[src/design/spw_rx_pkg.sv]
// Shared receiver types and sizes; register offsets assume a 4-bit, word-aligned AXI4-Lite space
`default_nettype none

package spw_rx_pkg;

	// ------------------------------------------------------------------
	// Character and token types
	// ------------------------------------------------------------------
	typedef logic [7:0] spw_byte_t;

	// Bits 7:0 byte, bit 8 end marker, bit 9 error end
	typedef logic [9:0] fifo_entry_t;

	typedef enum logic [2:0] {
		TOK_FCT      = 3'd0,
		TOK_EOP      = 3'd1,
		TOK_EEP      = 3'd2,
		TOK_NCHAR    = 3'd3,
		TOK_NULL     = 3'd4,
		TOK_TIMECODE = 3'd5,
		TOK_ESC_ERR  = 3'd6
	} token_kind_e;

	typedef enum logic [1:0] {
		PARITY,
		FLAG,
		CTRL_BITS,
		DATA_BITS
	} char_state_e;

	// Control codes in transmission order, first bit on the left
	localparam logic [1:0] CTRL_FCT = 2'b00;
	localparam logic [1:0] CTRL_EOP = 2'b01;
	localparam logic [1:0] CTRL_EEP = 2'b10;
	localparam logic [1:0] CTRL_ESC = 2'b11;

	// ------------------------------------------------------------------
	// FIFO sizing
	// ------------------------------------------------------------------
	localparam int FIFO_DEPTH = 16;
	localparam int FIFO_AW    = 4;

	typedef logic [FIFO_AW-1:0] fifo_ptr_t;
	typedef logic [FIFO_AW:0]   fifo_level_t;

	// ------------------------------------------------------------------
	// Host port
	// ------------------------------------------------------------------
	typedef logic [3:0]  axil_addr_t;
	typedef logic [31:0] axil_data_t;
	typedef logic [3:0]  axil_strb_t;
	typedef logic [1:0]  axil_resp_t;
	typedef logic [15:0] tok_count_t;

	localparam axil_resp_t RESP_OKAY   = 2'b00;
	localparam axil_resp_t RESP_SLVERR = 2'b10;

	localparam axil_addr_t REG_STATUS   = 4'h0;
	localparam axil_addr_t REG_RXDATA   = 4'h4;
	localparam axil_addr_t REG_TIMECODE = 4'h8;
	localparam axil_addr_t REG_COUNTS   = 4'hC;

endpackage

`default_nettype wire

[src/design/spw_token_if.sv]
// One decoded token per valid pulse; there is no ready, so sinks must take every token
`default_nettype none
`timescale 1ns/1ps

interface spw_token_if;
	import spw_rx_pkg::*;

	logic        valid;
	token_kind_e kind;
	spw_byte_t   data;
	logic        parity_error;

	modport detector (
		output valid,
		output kind,
		output data,
		output parity_error
	);

	modport sink (
		input valid,
		input kind,
		input data,
		input parity_error
	);

endinterface

`default_nettype wire

[src/design/ds_bit_sampler.sv]
// Oversampling DS decoder; the bit period must be at least 3 negedge_clk cycles
`default_nettype none
`timescale 1ns/1ps

module ds_bit_sampler (
	input  logic negedge_clk,
	input  logic rx_resetn,
	input  logic rx_din,
	input  logic rx_sin,
	output logic bit_valid,
	output logic bit_value,
	output logic got_bit
);

	// Two-stage synchronizers, index 1 is the settled sample
	logic [1:0] din_sync;
	logic [1:0] sin_sync;
	logic       ds_xor_q;
	logic       ds_xor;
	logic       ds_change;

	assign ds_xor    = din_sync[1] ^ sin_sync[1];
	assign ds_change = ds_xor != ds_xor_q;

	// ------------------------------------------------------------------
	// Synchronize and detect transitions
	// ------------------------------------------------------------------
	always_ff @(posedge negedge_clk or negedge rx_resetn)
	begin
		if (!rx_resetn)
		begin
			din_sync  <= 2'b00;
			sin_sync  <= 2'b00;
			ds_xor_q  <= 1'b0;
			bit_valid <= 1'b0;
			got_bit   <= 1'b0;
		end
		else
		begin
			din_sync  <= {din_sync[0], rx_din};
			sin_sync  <= {sin_sync[0], rx_sin};
			ds_xor_q  <= ds_xor;
			bit_valid <= ds_change;
			// Sticky once the link has toggled
			if (ds_change)
			begin
				got_bit <= 1'b1;
			end
		end
	end

	// Bit value is the data line at the transition
	always_ff @(posedge negedge_clk)
	begin
		bit_value <= din_sync[1];
	end

endmodule

`default_nettype wire

[src/design/token_detector.sv]
// Assumes the first received bit is a parity bit; control codes are matched in transmission order
`default_nettype none
`timescale 1ns/1ps

module token_detector (
	input  logic        negedge_clk,
	input  logic        rx_resetn,
	input  logic        bit_valid,
	input  logic        bit_value,
	spw_token_if.detector tok
);
	import spw_rx_pkg::*;

	char_state_e state;
	logic [2:0]  bit_cnt;
	logic [7:0]  shift_q;
	logic        parity_q;
	// XOR of the data or control bits of the previous character
	logic        prev_xor;
	logic        char_perr;
	logic        esc_pending;
	logic        esc_perr;

	logic [1:0]  ctrl_code;
	spw_byte_t   data_byte;
	logic        ctrl_done;
	logic        data_done;
	logic        emit;
	token_kind_e next_kind;

	// Shift register fills from the top, so data lands LSB first
	assign ctrl_code = {shift_q[7], bit_value};
	assign data_byte = {bit_value, shift_q[7:1]};
	assign ctrl_done = bit_valid && (state == CTRL_BITS) && (bit_cnt == 3'd1);
	assign data_done = bit_valid && (state == DATA_BITS) && (bit_cnt == 3'd7);

	// ------------------------------------------------------------------
	// Token classification
	// ------------------------------------------------------------------
	always_comb
	begin
		emit      = 1'b0;
		next_kind = TOK_FCT;
		if (ctrl_done)
		begin
			emit = 1'b1;
			case (ctrl_code)
				CTRL_FCT: next_kind = esc_pending ? TOK_NULL : TOK_FCT;
				CTRL_EOP: next_kind = esc_pending ? TOK_ESC_ERR : TOK_EOP;
				CTRL_EEP: next_kind = esc_pending ? TOK_ESC_ERR : TOK_EEP;
				default:
				begin
					// Lone ESC waits for the next character
					next_kind = TOK_ESC_ERR;
					emit      = esc_pending;
				end
			endcase
		end
		else if (data_done)
		begin
			emit      = 1'b1;
			next_kind = esc_pending ? TOK_TIMECODE : TOK_NCHAR;
		end
	end

	// ------------------------------------------------------------------
	// Character assembly FSM
	// ------------------------------------------------------------------
	always_ff @(posedge negedge_clk or negedge rx_resetn)
	begin
		if (!rx_resetn)
		begin
			state       <= PARITY;
			bit_cnt     <= 3'd0;
			parity_q    <= 1'b0;
			prev_xor    <= 1'b0;
			char_perr   <= 1'b0;
			esc_pending <= 1'b0;
			esc_perr    <= 1'b0;
			tok.valid   <= 1'b0;
		end
		else
		begin
			tok.valid <= emit;
			if (bit_valid)
			begin
				case (state)
					PARITY:
					begin
						parity_q <= bit_value;
						state    <= FLAG;
					end
					FLAG:
					begin
						// Parity, flag and previous bits must give odd parity
						char_perr <= ~(parity_q ^ bit_value ^ prev_xor);
						bit_cnt   <= 3'd0;
						state     <= bit_value ? CTRL_BITS : DATA_BITS;
					end
					CTRL_BITS:
					begin
						bit_cnt <= bit_cnt + 3'd1;
						if (ctrl_done)
						begin
							prev_xor    <= ^ctrl_code;
							esc_pending <= (ctrl_code == CTRL_ESC) && !esc_pending;
							esc_perr    <= char_perr;
							state       <= PARITY;
						end
					end
					default:
					begin
						bit_cnt <= bit_cnt + 3'd1;
						if (data_done)
						begin
							prev_xor    <= ^data_byte;
							esc_pending <= 1'b0;
							state       <= PARITY;
						end
					end
				endcase
			end
		end
	end

	// Payload side of the token
	always_ff @(posedge negedge_clk)
	begin
		if (bit_valid)
		begin
			shift_q <= {bit_value, shift_q[7:1]};
		end
		if (emit)
		begin
			tok.kind         <= next_kind;
			tok.data         <= data_done ? data_byte : 8'h00;
			tok.parity_error <= char_perr | (esc_pending & esc_perr);
		end
	end

endmodule

`default_nettype wire

[src/design/rx_token_fifo.sv]
// Show-ahead FIFO; writes into a full FIFO are dropped even when a pop happens in the same cycle
`default_nettype none
`timescale 1ns/1ps

module rx_token_fifo (
	input  logic                    negedge_clk,
	input  logic                    rx_resetn,
	input  logic                    pop,
	spw_token_if.sink               tok,
	output spw_rx_pkg::fifo_entry_t rd_data,
	output spw_rx_pkg::fifo_level_t level,
	output logic                    overflow
);
	import spw_rx_pkg::*;

	fifo_entry_t mem [FIFO_DEPTH];
	fifo_ptr_t   wr_ptr;
	fifo_ptr_t   rd_ptr;
	fifo_level_t count;
	fifo_entry_t wr_entry;
	logic        tok_store;
	logic        do_write;
	logic        do_pop;

	// Only data characters and packet ends are stored
	always_comb
	begin
		tok_store = tok.valid && (tok.kind inside {TOK_NCHAR, TOK_EOP, TOK_EEP});
		case (tok.kind)
			TOK_EOP: wr_entry = {1'b0, 1'b1, 8'h00};
			TOK_EEP: wr_entry = {1'b1, 1'b1, 8'h00};
			default: wr_entry = {2'b00, tok.data};
		endcase
	end

	assign do_write = tok_store && (count != fifo_level_t'(FIFO_DEPTH));
	assign do_pop   = pop && (count != '0);
	assign rd_data  = mem[rd_ptr];
	assign level    = count;

	always_ff @(posedge negedge_clk or negedge rx_resetn)
	begin
		if (!rx_resetn)
		begin
			wr_ptr   <= '0;
			rd_ptr   <= '0;
			count    <= '0;
			overflow <= 1'b0;
		end
		else
		begin
			if (do_write)
			begin
				wr_ptr <= wr_ptr + fifo_ptr_t'(1);
			end
			if (do_pop)
			begin
				rd_ptr <= rd_ptr + fifo_ptr_t'(1);
			end
			count    <= count + fifo_level_t'(do_write) - fifo_level_t'(do_pop);
			overflow <= tok_store && !do_write;
		end
	end

	always_ff @(posedge negedge_clk)
	begin
		if (do_write)
		begin
			mem[wr_ptr] <= wr_entry;
		end
	end

endmodule

`default_nettype wire

[src/design/spw_rx_axil_regs.sv]
// AXI4-Lite slave with one access outstanding per channel; masters must hold valid until ready
`default_nettype none
`timescale 1ns/1ps

module spw_rx_axil_regs (
	input  logic                    negedge_clk,
	input  logic                    rx_resetn,
	input  logic                    got_bit,
	input  spw_rx_pkg::fifo_entry_t rd_data,
	input  spw_rx_pkg::fifo_level_t level,
	input  logic                    overflow,
	spw_token_if.sink               tok,
	output logic                    pop,
	input  spw_rx_pkg::axil_addr_t  awaddr,
	input  logic                    awvalid,
	output logic                    awready,
	input  spw_rx_pkg::axil_data_t  wdata,
	input  spw_rx_pkg::axil_strb_t  wstrb,
	input  logic                    wvalid,
	output logic                    wready,
	output spw_rx_pkg::axil_resp_t  bresp,
	output logic                    bvalid,
	input  logic                    bready,
	input  spw_rx_pkg::axil_addr_t  araddr,
	input  logic                    arvalid,
	output logic                    arready,
	output spw_rx_pkg::axil_data_t  rdata,
	output spw_rx_pkg::axil_resp_t  rresp,
	output logic                    rvalid,
	input  logic                    rready
);
	import spw_rx_pkg::*;

	// Sticky flags, in status bit order 4:2 = overflow, escape, parity
	logic [2:0] err_sticky;
	logic [2:0] err_clr;
	logic [2:0] err_set;
	spw_byte_t  tc_value;
	logic       tc_new;
	tok_count_t fct_cnt;
	tok_count_t null_cnt;
	logic       wr_fire;
	logic       rd_fire;
	logic       not_empty;
	axil_data_t rd_word;
	axil_resp_t rd_resp;

	assign not_empty = level != '0;
	assign wr_fire   = awready && awvalid && wvalid;
	assign arready   = !rvalid;
	assign rd_fire   = arvalid && arready;
	// RXDATA read pops at address acceptance
	assign pop       = rd_fire && (araddr == REG_RXDATA) && not_empty;

	assign err_clr = (wr_fire && awaddr == REG_STATUS && wstrb[0]) ? wdata[4:2] : 3'b000;
	assign err_set = {overflow,
		tok.valid && (tok.kind == TOK_ESC_ERR),
		tok.valid && tok.parity_error};

	// ------------------------------------------------------------------
	// Write channel
	// ------------------------------------------------------------------
	always_ff @(posedge negedge_clk or negedge rx_resetn)
	begin
		if (!rx_resetn)
		begin
			awready <= 1'b0;
			wready  <= 1'b0;
			bvalid  <= 1'b0;
		end
		else
		begin
			if (awready)
			begin
				awready <= 1'b0;
				wready  <= 1'b0;
			end
			else if (awvalid && wvalid && !bvalid)
			begin
				awready <= 1'b1;
				wready  <= 1'b1;
			end
			if (wr_fire)
			begin
				bvalid <= 1'b1;
			end
			else if (bready)
			begin
				bvalid <= 1'b0;
			end
		end
	end

	always_ff @(posedge negedge_clk)
	begin
		if (wr_fire)
		begin
			bresp <= (awaddr[1:0] == 2'b00) ? RESP_OKAY : RESP_SLVERR;
		end
	end

	// ------------------------------------------------------------------
	// Status, time code and counters
	// ------------------------------------------------------------------
	always_ff @(posedge negedge_clk or negedge rx_resetn)
	begin
		if (!rx_resetn)
		begin
			err_sticky <= 3'b000;
			tc_value   <= 8'h00;
			tc_new     <= 1'b0;
			fct_cnt    <= '0;
			null_cnt   <= '0;
		end
		else
		begin
			// Set wins over a clear in the same cycle
			err_sticky <= (err_sticky & ~err_clr) | err_set;
			if (tok.valid && tok.kind == TOK_TIMECODE)
			begin
				tc_value <= tok.data;
				tc_new   <= 1'b1;
			end
			else if (rd_fire && araddr == REG_TIMECODE)
			begin
				tc_new <= 1'b0;
			end
			if (tok.valid && tok.kind == TOK_FCT)
			begin
				fct_cnt <= fct_cnt + tok_count_t'(1);
			end
			if (tok.valid && tok.kind == TOK_NULL)
			begin
				null_cnt <= null_cnt + tok_count_t'(1);
			end
		end
	end

	// ------------------------------------------------------------------
	// Read channel
	// ------------------------------------------------------------------
	always_comb
	begin
		rd_word = '0;
		rd_resp = RESP_OKAY;
		case (araddr)
			REG_STATUS:   rd_word = {19'd0, level, 3'd0, err_sticky, not_empty, got_bit};
			REG_RXDATA:   rd_word = not_empty ? {1'b1, 21'd0, rd_data} : '0;
			REG_TIMECODE: rd_word = {tc_new, 23'd0, tc_value};
			REG_COUNTS:   rd_word = {null_cnt, fct_cnt};
			default:      rd_resp = RESP_SLVERR;
		endcase
	end

	always_ff @(posedge negedge_clk or negedge rx_resetn)
	begin
		if (!rx_resetn)
		begin
			rvalid <= 1'b0;
		end
		else if (rd_fire)
		begin
			rvalid <= 1'b1;
		end
		else if (rready)
		begin
			rvalid <= 1'b0;
		end
	end

	always_ff @(posedge negedge_clk)
	begin
		if (rd_fire)
		begin
			rdata <= rd_word;
			rresp <= rd_resp;
		end
	end

endmodule

`default_nettype wire

[src/design/spw_rx_top.sv]
// SpaceWire receive path with host port; single clock domain, no transmitter or link FSM
`default_nettype none
`timescale 1ns/1ps

module spw_rx_top (
	input  logic                   negedge_clk,
	input  logic                   rx_resetn,
	input  logic                   rx_din,
	input  logic                   rx_sin,
	input  spw_rx_pkg::axil_addr_t s_axil_awaddr,
	input  logic                   s_axil_awvalid,
	output logic                   s_axil_awready,
	input  spw_rx_pkg::axil_data_t s_axil_wdata,
	input  spw_rx_pkg::axil_strb_t s_axil_wstrb,
	input  logic                   s_axil_wvalid,
	output logic                   s_axil_wready,
	output spw_rx_pkg::axil_resp_t s_axil_bresp,
	output logic                   s_axil_bvalid,
	input  logic                   s_axil_bready,
	input  spw_rx_pkg::axil_addr_t s_axil_araddr,
	input  logic                   s_axil_arvalid,
	output logic                   s_axil_arready,
	output spw_rx_pkg::axil_data_t s_axil_rdata,
	output spw_rx_pkg::axil_resp_t s_axil_rresp,
	output logic                   s_axil_rvalid,
	input  logic                   s_axil_rready
);
	import spw_rx_pkg::*;

	logic        bit_valid;
	logic        bit_value;
	logic        got_bit;
	logic        pop;
	logic        overflow;
	fifo_entry_t rd_data;
	fifo_level_t level;

	spw_token_if tok_if ();

	ds_bit_sampler ds_bit_sampler_i (
		.negedge_clk (negedge_clk),
		.rx_resetn   (rx_resetn),
		.rx_din      (rx_din),
		.rx_sin      (rx_sin),
		.bit_valid   (bit_valid),
		.bit_value   (bit_value),
		.got_bit     (got_bit)
	);

	token_detector token_detector_i (
		.negedge_clk (negedge_clk),
		.rx_resetn   (rx_resetn),
		.bit_valid   (bit_valid),
		.bit_value   (bit_value),
		.tok         (tok_if.detector)
	);

	// FIFO and registers both watch the same token stream
	rx_token_fifo rx_token_fifo_i (
		.negedge_clk (negedge_clk),
		.rx_resetn   (rx_resetn),
		.pop         (pop),
		.tok         (tok_if.sink),
		.rd_data     (rd_data),
		.level       (level),
		.overflow    (overflow)
	);

	spw_rx_axil_regs spw_rx_axil_regs_i (
		.negedge_clk (negedge_clk),
		.rx_resetn   (rx_resetn),
		.got_bit     (got_bit),
		.rd_data     (rd_data),
		.level       (level),
		.overflow    (overflow),
		.tok         (tok_if.sink),
		.pop         (pop),
		.awaddr      (s_axil_awaddr),
		.awvalid     (s_axil_awvalid),
		.awready     (s_axil_awready),
		.wdata       (s_axil_wdata),
		.wstrb       (s_axil_wstrb),
		.wvalid      (s_axil_wvalid),
		.wready      (s_axil_wready),
		.bresp       (s_axil_bresp),
		.bvalid      (s_axil_bvalid),
		.bready      (s_axil_bready),
		.araddr      (s_axil_araddr),
		.arvalid     (s_axil_arvalid),
		.arready     (s_axil_arready),
		.rdata       (s_axil_rdata),
		.rresp       (s_axil_rresp),
		.rvalid      (s_axil_rvalid),
		.rready      (s_axil_rready)
	);

endmodule

`default_nettype wire

[config.mk]
export PLATFORM = sky130hd
export DESIGN_NAME = spw_rx_top
export DESIGN_NICKNAME = d
export VERILOG_FILES = /design/src/design/spw_rx_pkg.sv /design/src/design/spw_token_if.sv /design/src/design/ds_bit_sampler.sv /design/src/design/token_detector.sv /design/src/design/rx_token_fifo.sv /design/src/design/spw_rx_axil_regs.sv /design/src/design/spw_rx_top.sv
export SDC_FILE = /design/constraint.sdc
export NUM_CORES = 1
export LEC_CHECK = 0
export ABC_AREA = 1
export BUFFER_PORTS_ARGS = -buffer_cell sky130_fd_sc_hd__buf_2
export CORE_MARGIN = 4
export CORE_UTILIZATION = 54
export DETAILED_ROUTE_END_ITERATION = 12
export PLACE_DENSITY = 0.84
export SLEW_MARGIN = 20
export SYNTH_ARGS = -nofsm -noshare
export SYNTH_HDL_FRONTEND = slang
export SYNTH_SLANG_ARGS = --single-unit
[constraint.sdc]
create_clock -name negedge_clk -period 3.38 [get_ports negedge_clk]
set_input_delay 0.676 -clock negedge_clk [delete_from_list [all_inputs] [get_ports negedge_clk]]
set_output_delay 0.676 -clock negedge_clk [all_outputs]
set_load 0.03 [all_outputs]
==> summary.md <==
| Metric | Value |
|---|---|
| Maximum clock rate | `approximately 350 MHz` |
| Clk_lat worst skew | `around 0.53 ns` |
| Clk buf depth | `3` |
| Port Buf Inserts | `59` |
| Worst slack, placed | `between 0.4 and 0.5 ns` |
| Die height | `162.0 um` |
| Status | `completed` |
| Share of cells above drive strength 1 | `0.1245` |
| Relative slew slack | `0.2967` |
| Core area | `between 0.02 and 0.025 mm2` |
| HP Class | `input pin to async pin` |
| Most frequent cell after synthesis | `nand2_1` |
| Post-synth ARST share | `0.2721` |
| GRT Total Usage | `0.2060` |
| Setup crit end kind | `flip-flop` |
| GRT overflow | `0` |
| Post-DRT Antenna Nets | `0` |
| Synth Flop Type | `edfxtp_1` |
| Vias | `8,851` |
| PwrDens | `roughly 730 mW/mm2` |
| # hold bufs at CTS | `0` |
| First DRT Iteration DRCs | `just over 900` |
| Post-Synthesis Cells | `between 1,000 and 1,500` |
| Final-report hold violation count | `0` |
| Num CTS Buffers | `29` |
| Max-cap violations | `0` |
| Crit path time final | `about 2.8 ns` |
| Synth Area per Inst | `10.61 um2` |
| Initial antenna violation count | `0` |
| Layout Skew | `roughly 0.009 ns` |
| RSZ-0062 raised after global routing | `false` |
| Starting density of the core | `0.5474` |
| Final worst slack | `approximately 0.55 ns` |
| CTS Sinks | `roughly 290` |
| Period utilization | `0.8372` |
| Reg2Reg Depth | `15` |
| Post-synth top area cell | `edfxtp_1` |
| Htree depth | `1` |
| Area grow syn2layout | `14.00%` |
| Synth unique cells | `between 40 and 50` |
| Root Buffer Master | `clkbuf_16` |
| Dpl cells | `1,575` |
| Vias in the first global route | `between 8,000 and 9,000` |
| Yosys top cell area share | `0.4993` |
| Total Routed Length | `approximately 27,000 um` |
| Worst EP required | `between 3 and 4 ns` |
| Register area share after synthesis | `0.6571` |
| Worst setup endpoint | `rx_token_fifo_i.level[4]` |
| Register bit total from synthesis | `around 290` |
| IO Pins | `between 90 and 100` |
| Die X | `between 150 and 200 um` |
| YS warnings | `0` |
| Detailed-route DRC error count | `0` |
| WS Path Type | `flip-flop to flip-flop` |
| Nets@finish | `around 1,400` |
| Crit path DAT | `~3.2 ns` |
| R2R Setup Slk | `0.55 ns` |
| Avg WL per Cell | `16.79 um` |
| # Post-CTS Setup Buffers | `0` |
| Detailed placer's ending HPWL | `17,300 um` |
| Post-synth top cells | `nand2_1 (256), edfxtp_1 (213), nor2_1 (163)` |
| Pin count of the biggest net entering global routing | `about 100` |
| VDD IR-drop max | `0.0004383 V` |
| # rows | `56` |
| Slew @ Worst Pin | `between 1 and 1.5 ns` |
| Setup-failing EPs final | `0` |
| CTS clock-pin slew for the worst setup and hold paths | `~0.060 ns` |
| Total Power | `between 10 and 15 mW` |
| Synthesized area | `0.01281 mm2` |
| Startpoint types | `flip-flop` |
| First-pass DRT Iterations | `5` |
| CTS tree | `yes` |
| Diodes inserted | `0` |
| Max FO, Critical Path | `4` |
| Post-CTS Resized | `0` |
| RR Startpoint | `rx_token_fifo_i.level[2]` |
| Finished Layout Cells | `approximately 1,600` |
| Worst R2R End | `rx_token_fifo_i.level[4]` |
| Setup TNS | `0 ns` |
| LEAKAGE | `slightly above 6 nW` |
| First-pass GRT wire length | `about 44,000 um` |
| CP Launch Point | `rx_token_fifo_i.level[2]` |
| GP Congestion | `roughly 0.85` |
| Die footprint | `between 0.02 and 0.03 mm2` |
| Largest cells by area after synthesis | `edfxtp_1 (50%), dfrtp_1 (16%), nand2_1 (7.5%)` |
| Routed vias/inst | `between 5 and 6` |
| Number of synthesized flops with an enable pin | `~210` |
| Final Max Tran Viols | `0` |
| Fin Hold WS | `roughly 0.14 ns` |
==> metal layers <==
layer	global-route usage	routed length, um	vias up
met5	0	0	-
met4	0.07151	893	0
met3	0.03121	1892	75
met2	0.3592	13720	370
met1	0.2656	10830	4225
li1	-	-	4181
==> worst min-delay path by stage <==
stage,cells after the start,slack [ns],start,to
finish,1,0.14,rx_resetn,token_detector_i.state[1]
global route,1,0.17,rx_resetn,token_detector_i.state[1]
global placement,0,0.33,ds_bit_sampler_i.sin_sync[0],ds_bit_sampler_i.sin_sync[1]
CTS,1,0.15,rx_resetn,token_detector_i.state[1]
floorplan,0,0.33,ds_bit_sampler_i.din_sync[0],ds_bit_sampler_i.din_sync[1]
detailed placement,0,0.33,ds_bit_sampler_i.din_sync[0],ds_bit_sampler_i.din_sync[1]
==> report_power, final <==
group | leakage [nW] | switching [mW] | total [mW] | internal (mW)
logic | 2.52 | 1.83 | 2.66 | 0.830
clock network | 0.518 | 1.32 | 3.50 | 2.18
registers | 3.00 | 0.228 | 4.49 | 4.26
==> placed cells by master (no fill, tap or decap), drive strengths merged, types with 21 or more instances in the layout <==
| cell type | Yosys | routed |
|---|---|---|
| buf | 29 | 88 |
| nor2 | 165 | 165 |
| edfxtp | 213 | 213 |
| nand3 | 86 | 86 |
| clkbuf | 12 | 30 |
| inv | 134 | 134 |
| nand2 | 259 | 259 |
| xor2 | 34 | 34 |
| dfrtp | 80 | 80 |
| o21ai | 81 | 81 |
| ha | 21 | 21 |
==> sequential cells by signal (all words and copies together) (netlist names), 2 cells and up <==
| name | flops |
|---|---|
| rx_token_fifo_i.mem | 160 |
| spw_rx_axil_regs_i.rdata | 32 |
| spw_rx_axil_regs_i.fct_cnt | 16 |
| spw_rx_axil_regs_i.null_cnt | 16 |
| spw_rx_axil_regs_i.tc_value | 8 |
| token_detector_i.tok.data | 8 |
| token_detector_i.shift_q | 7 |
| rx_token_fifo_i.level | 5 |
| rx_token_fifo_i.rd_ptr | 4 |
| rx_token_fifo_i.wr_ptr | 4 |
| spw_rx_axil_regs_i.err_sticky | 3 |
| token_detector_i.bit_cnt | 3 |
| token_detector_i.tok.kind | 3 |
| ds_bit_sampler_i.din_sync | 2 |
| ds_bit_sampler_i.sin_sync | 2 |
| token_detector_i.state | 2 |
==> logic make-up after synthesis <==
group	Yosys count	share of synthesized area
other	1	0.0002927
flip-flops	294	0.6571
AO/OA/AOI/OAI	129	0.05694
XOR/XNOR	36	0.02461
adder cells (fa/ha/maj)	22	0.02207
AND/OR/NAND/NOR	549	0.1814
buffers and inverters	177	0.05762
==> worst max-delay path, cell delays in order (launching register included) <==
cell and delay (ns):
dfrtp_1 0.39, inv_1 0.10, ha_1 0.18, nand4_1 0.17, nand2_1 0.14, inv_1 0.06
nand2_1 0.15, inv_1 0.11, ha_1 0.28, inv_1 0.06, ha_1 0.16, inv_1 0.07
fa_1 0.40, o21ai_0 0.19, a21oi_1 0.09, xor2_1 0.15
==> through the flow <==
| step | cell area [um2] | util |
|---|---|---|
| after floorplan | 12810 | - |
| after global placement | 13550 | 0.5788 |
| after detailed placement | 13550 | 0.5788 |
| after CTS | 14600 | 0.6237 |
| after global routing | 14600 | 0.6240 |
| final | 14600 | 0.6240 |
==> final cells by class <==
class	count	area, um2
clock buffers	30	729.5
clock inverters	23	321.6
fillers	1729	8798
inverters	136	515.5
multi-input cells	738	3666
flip-flops and latches	294	8419
well taps	319	399.1
repair buffers	88	553.0
No activity file was read; power rests on OpenSTA's default activity.
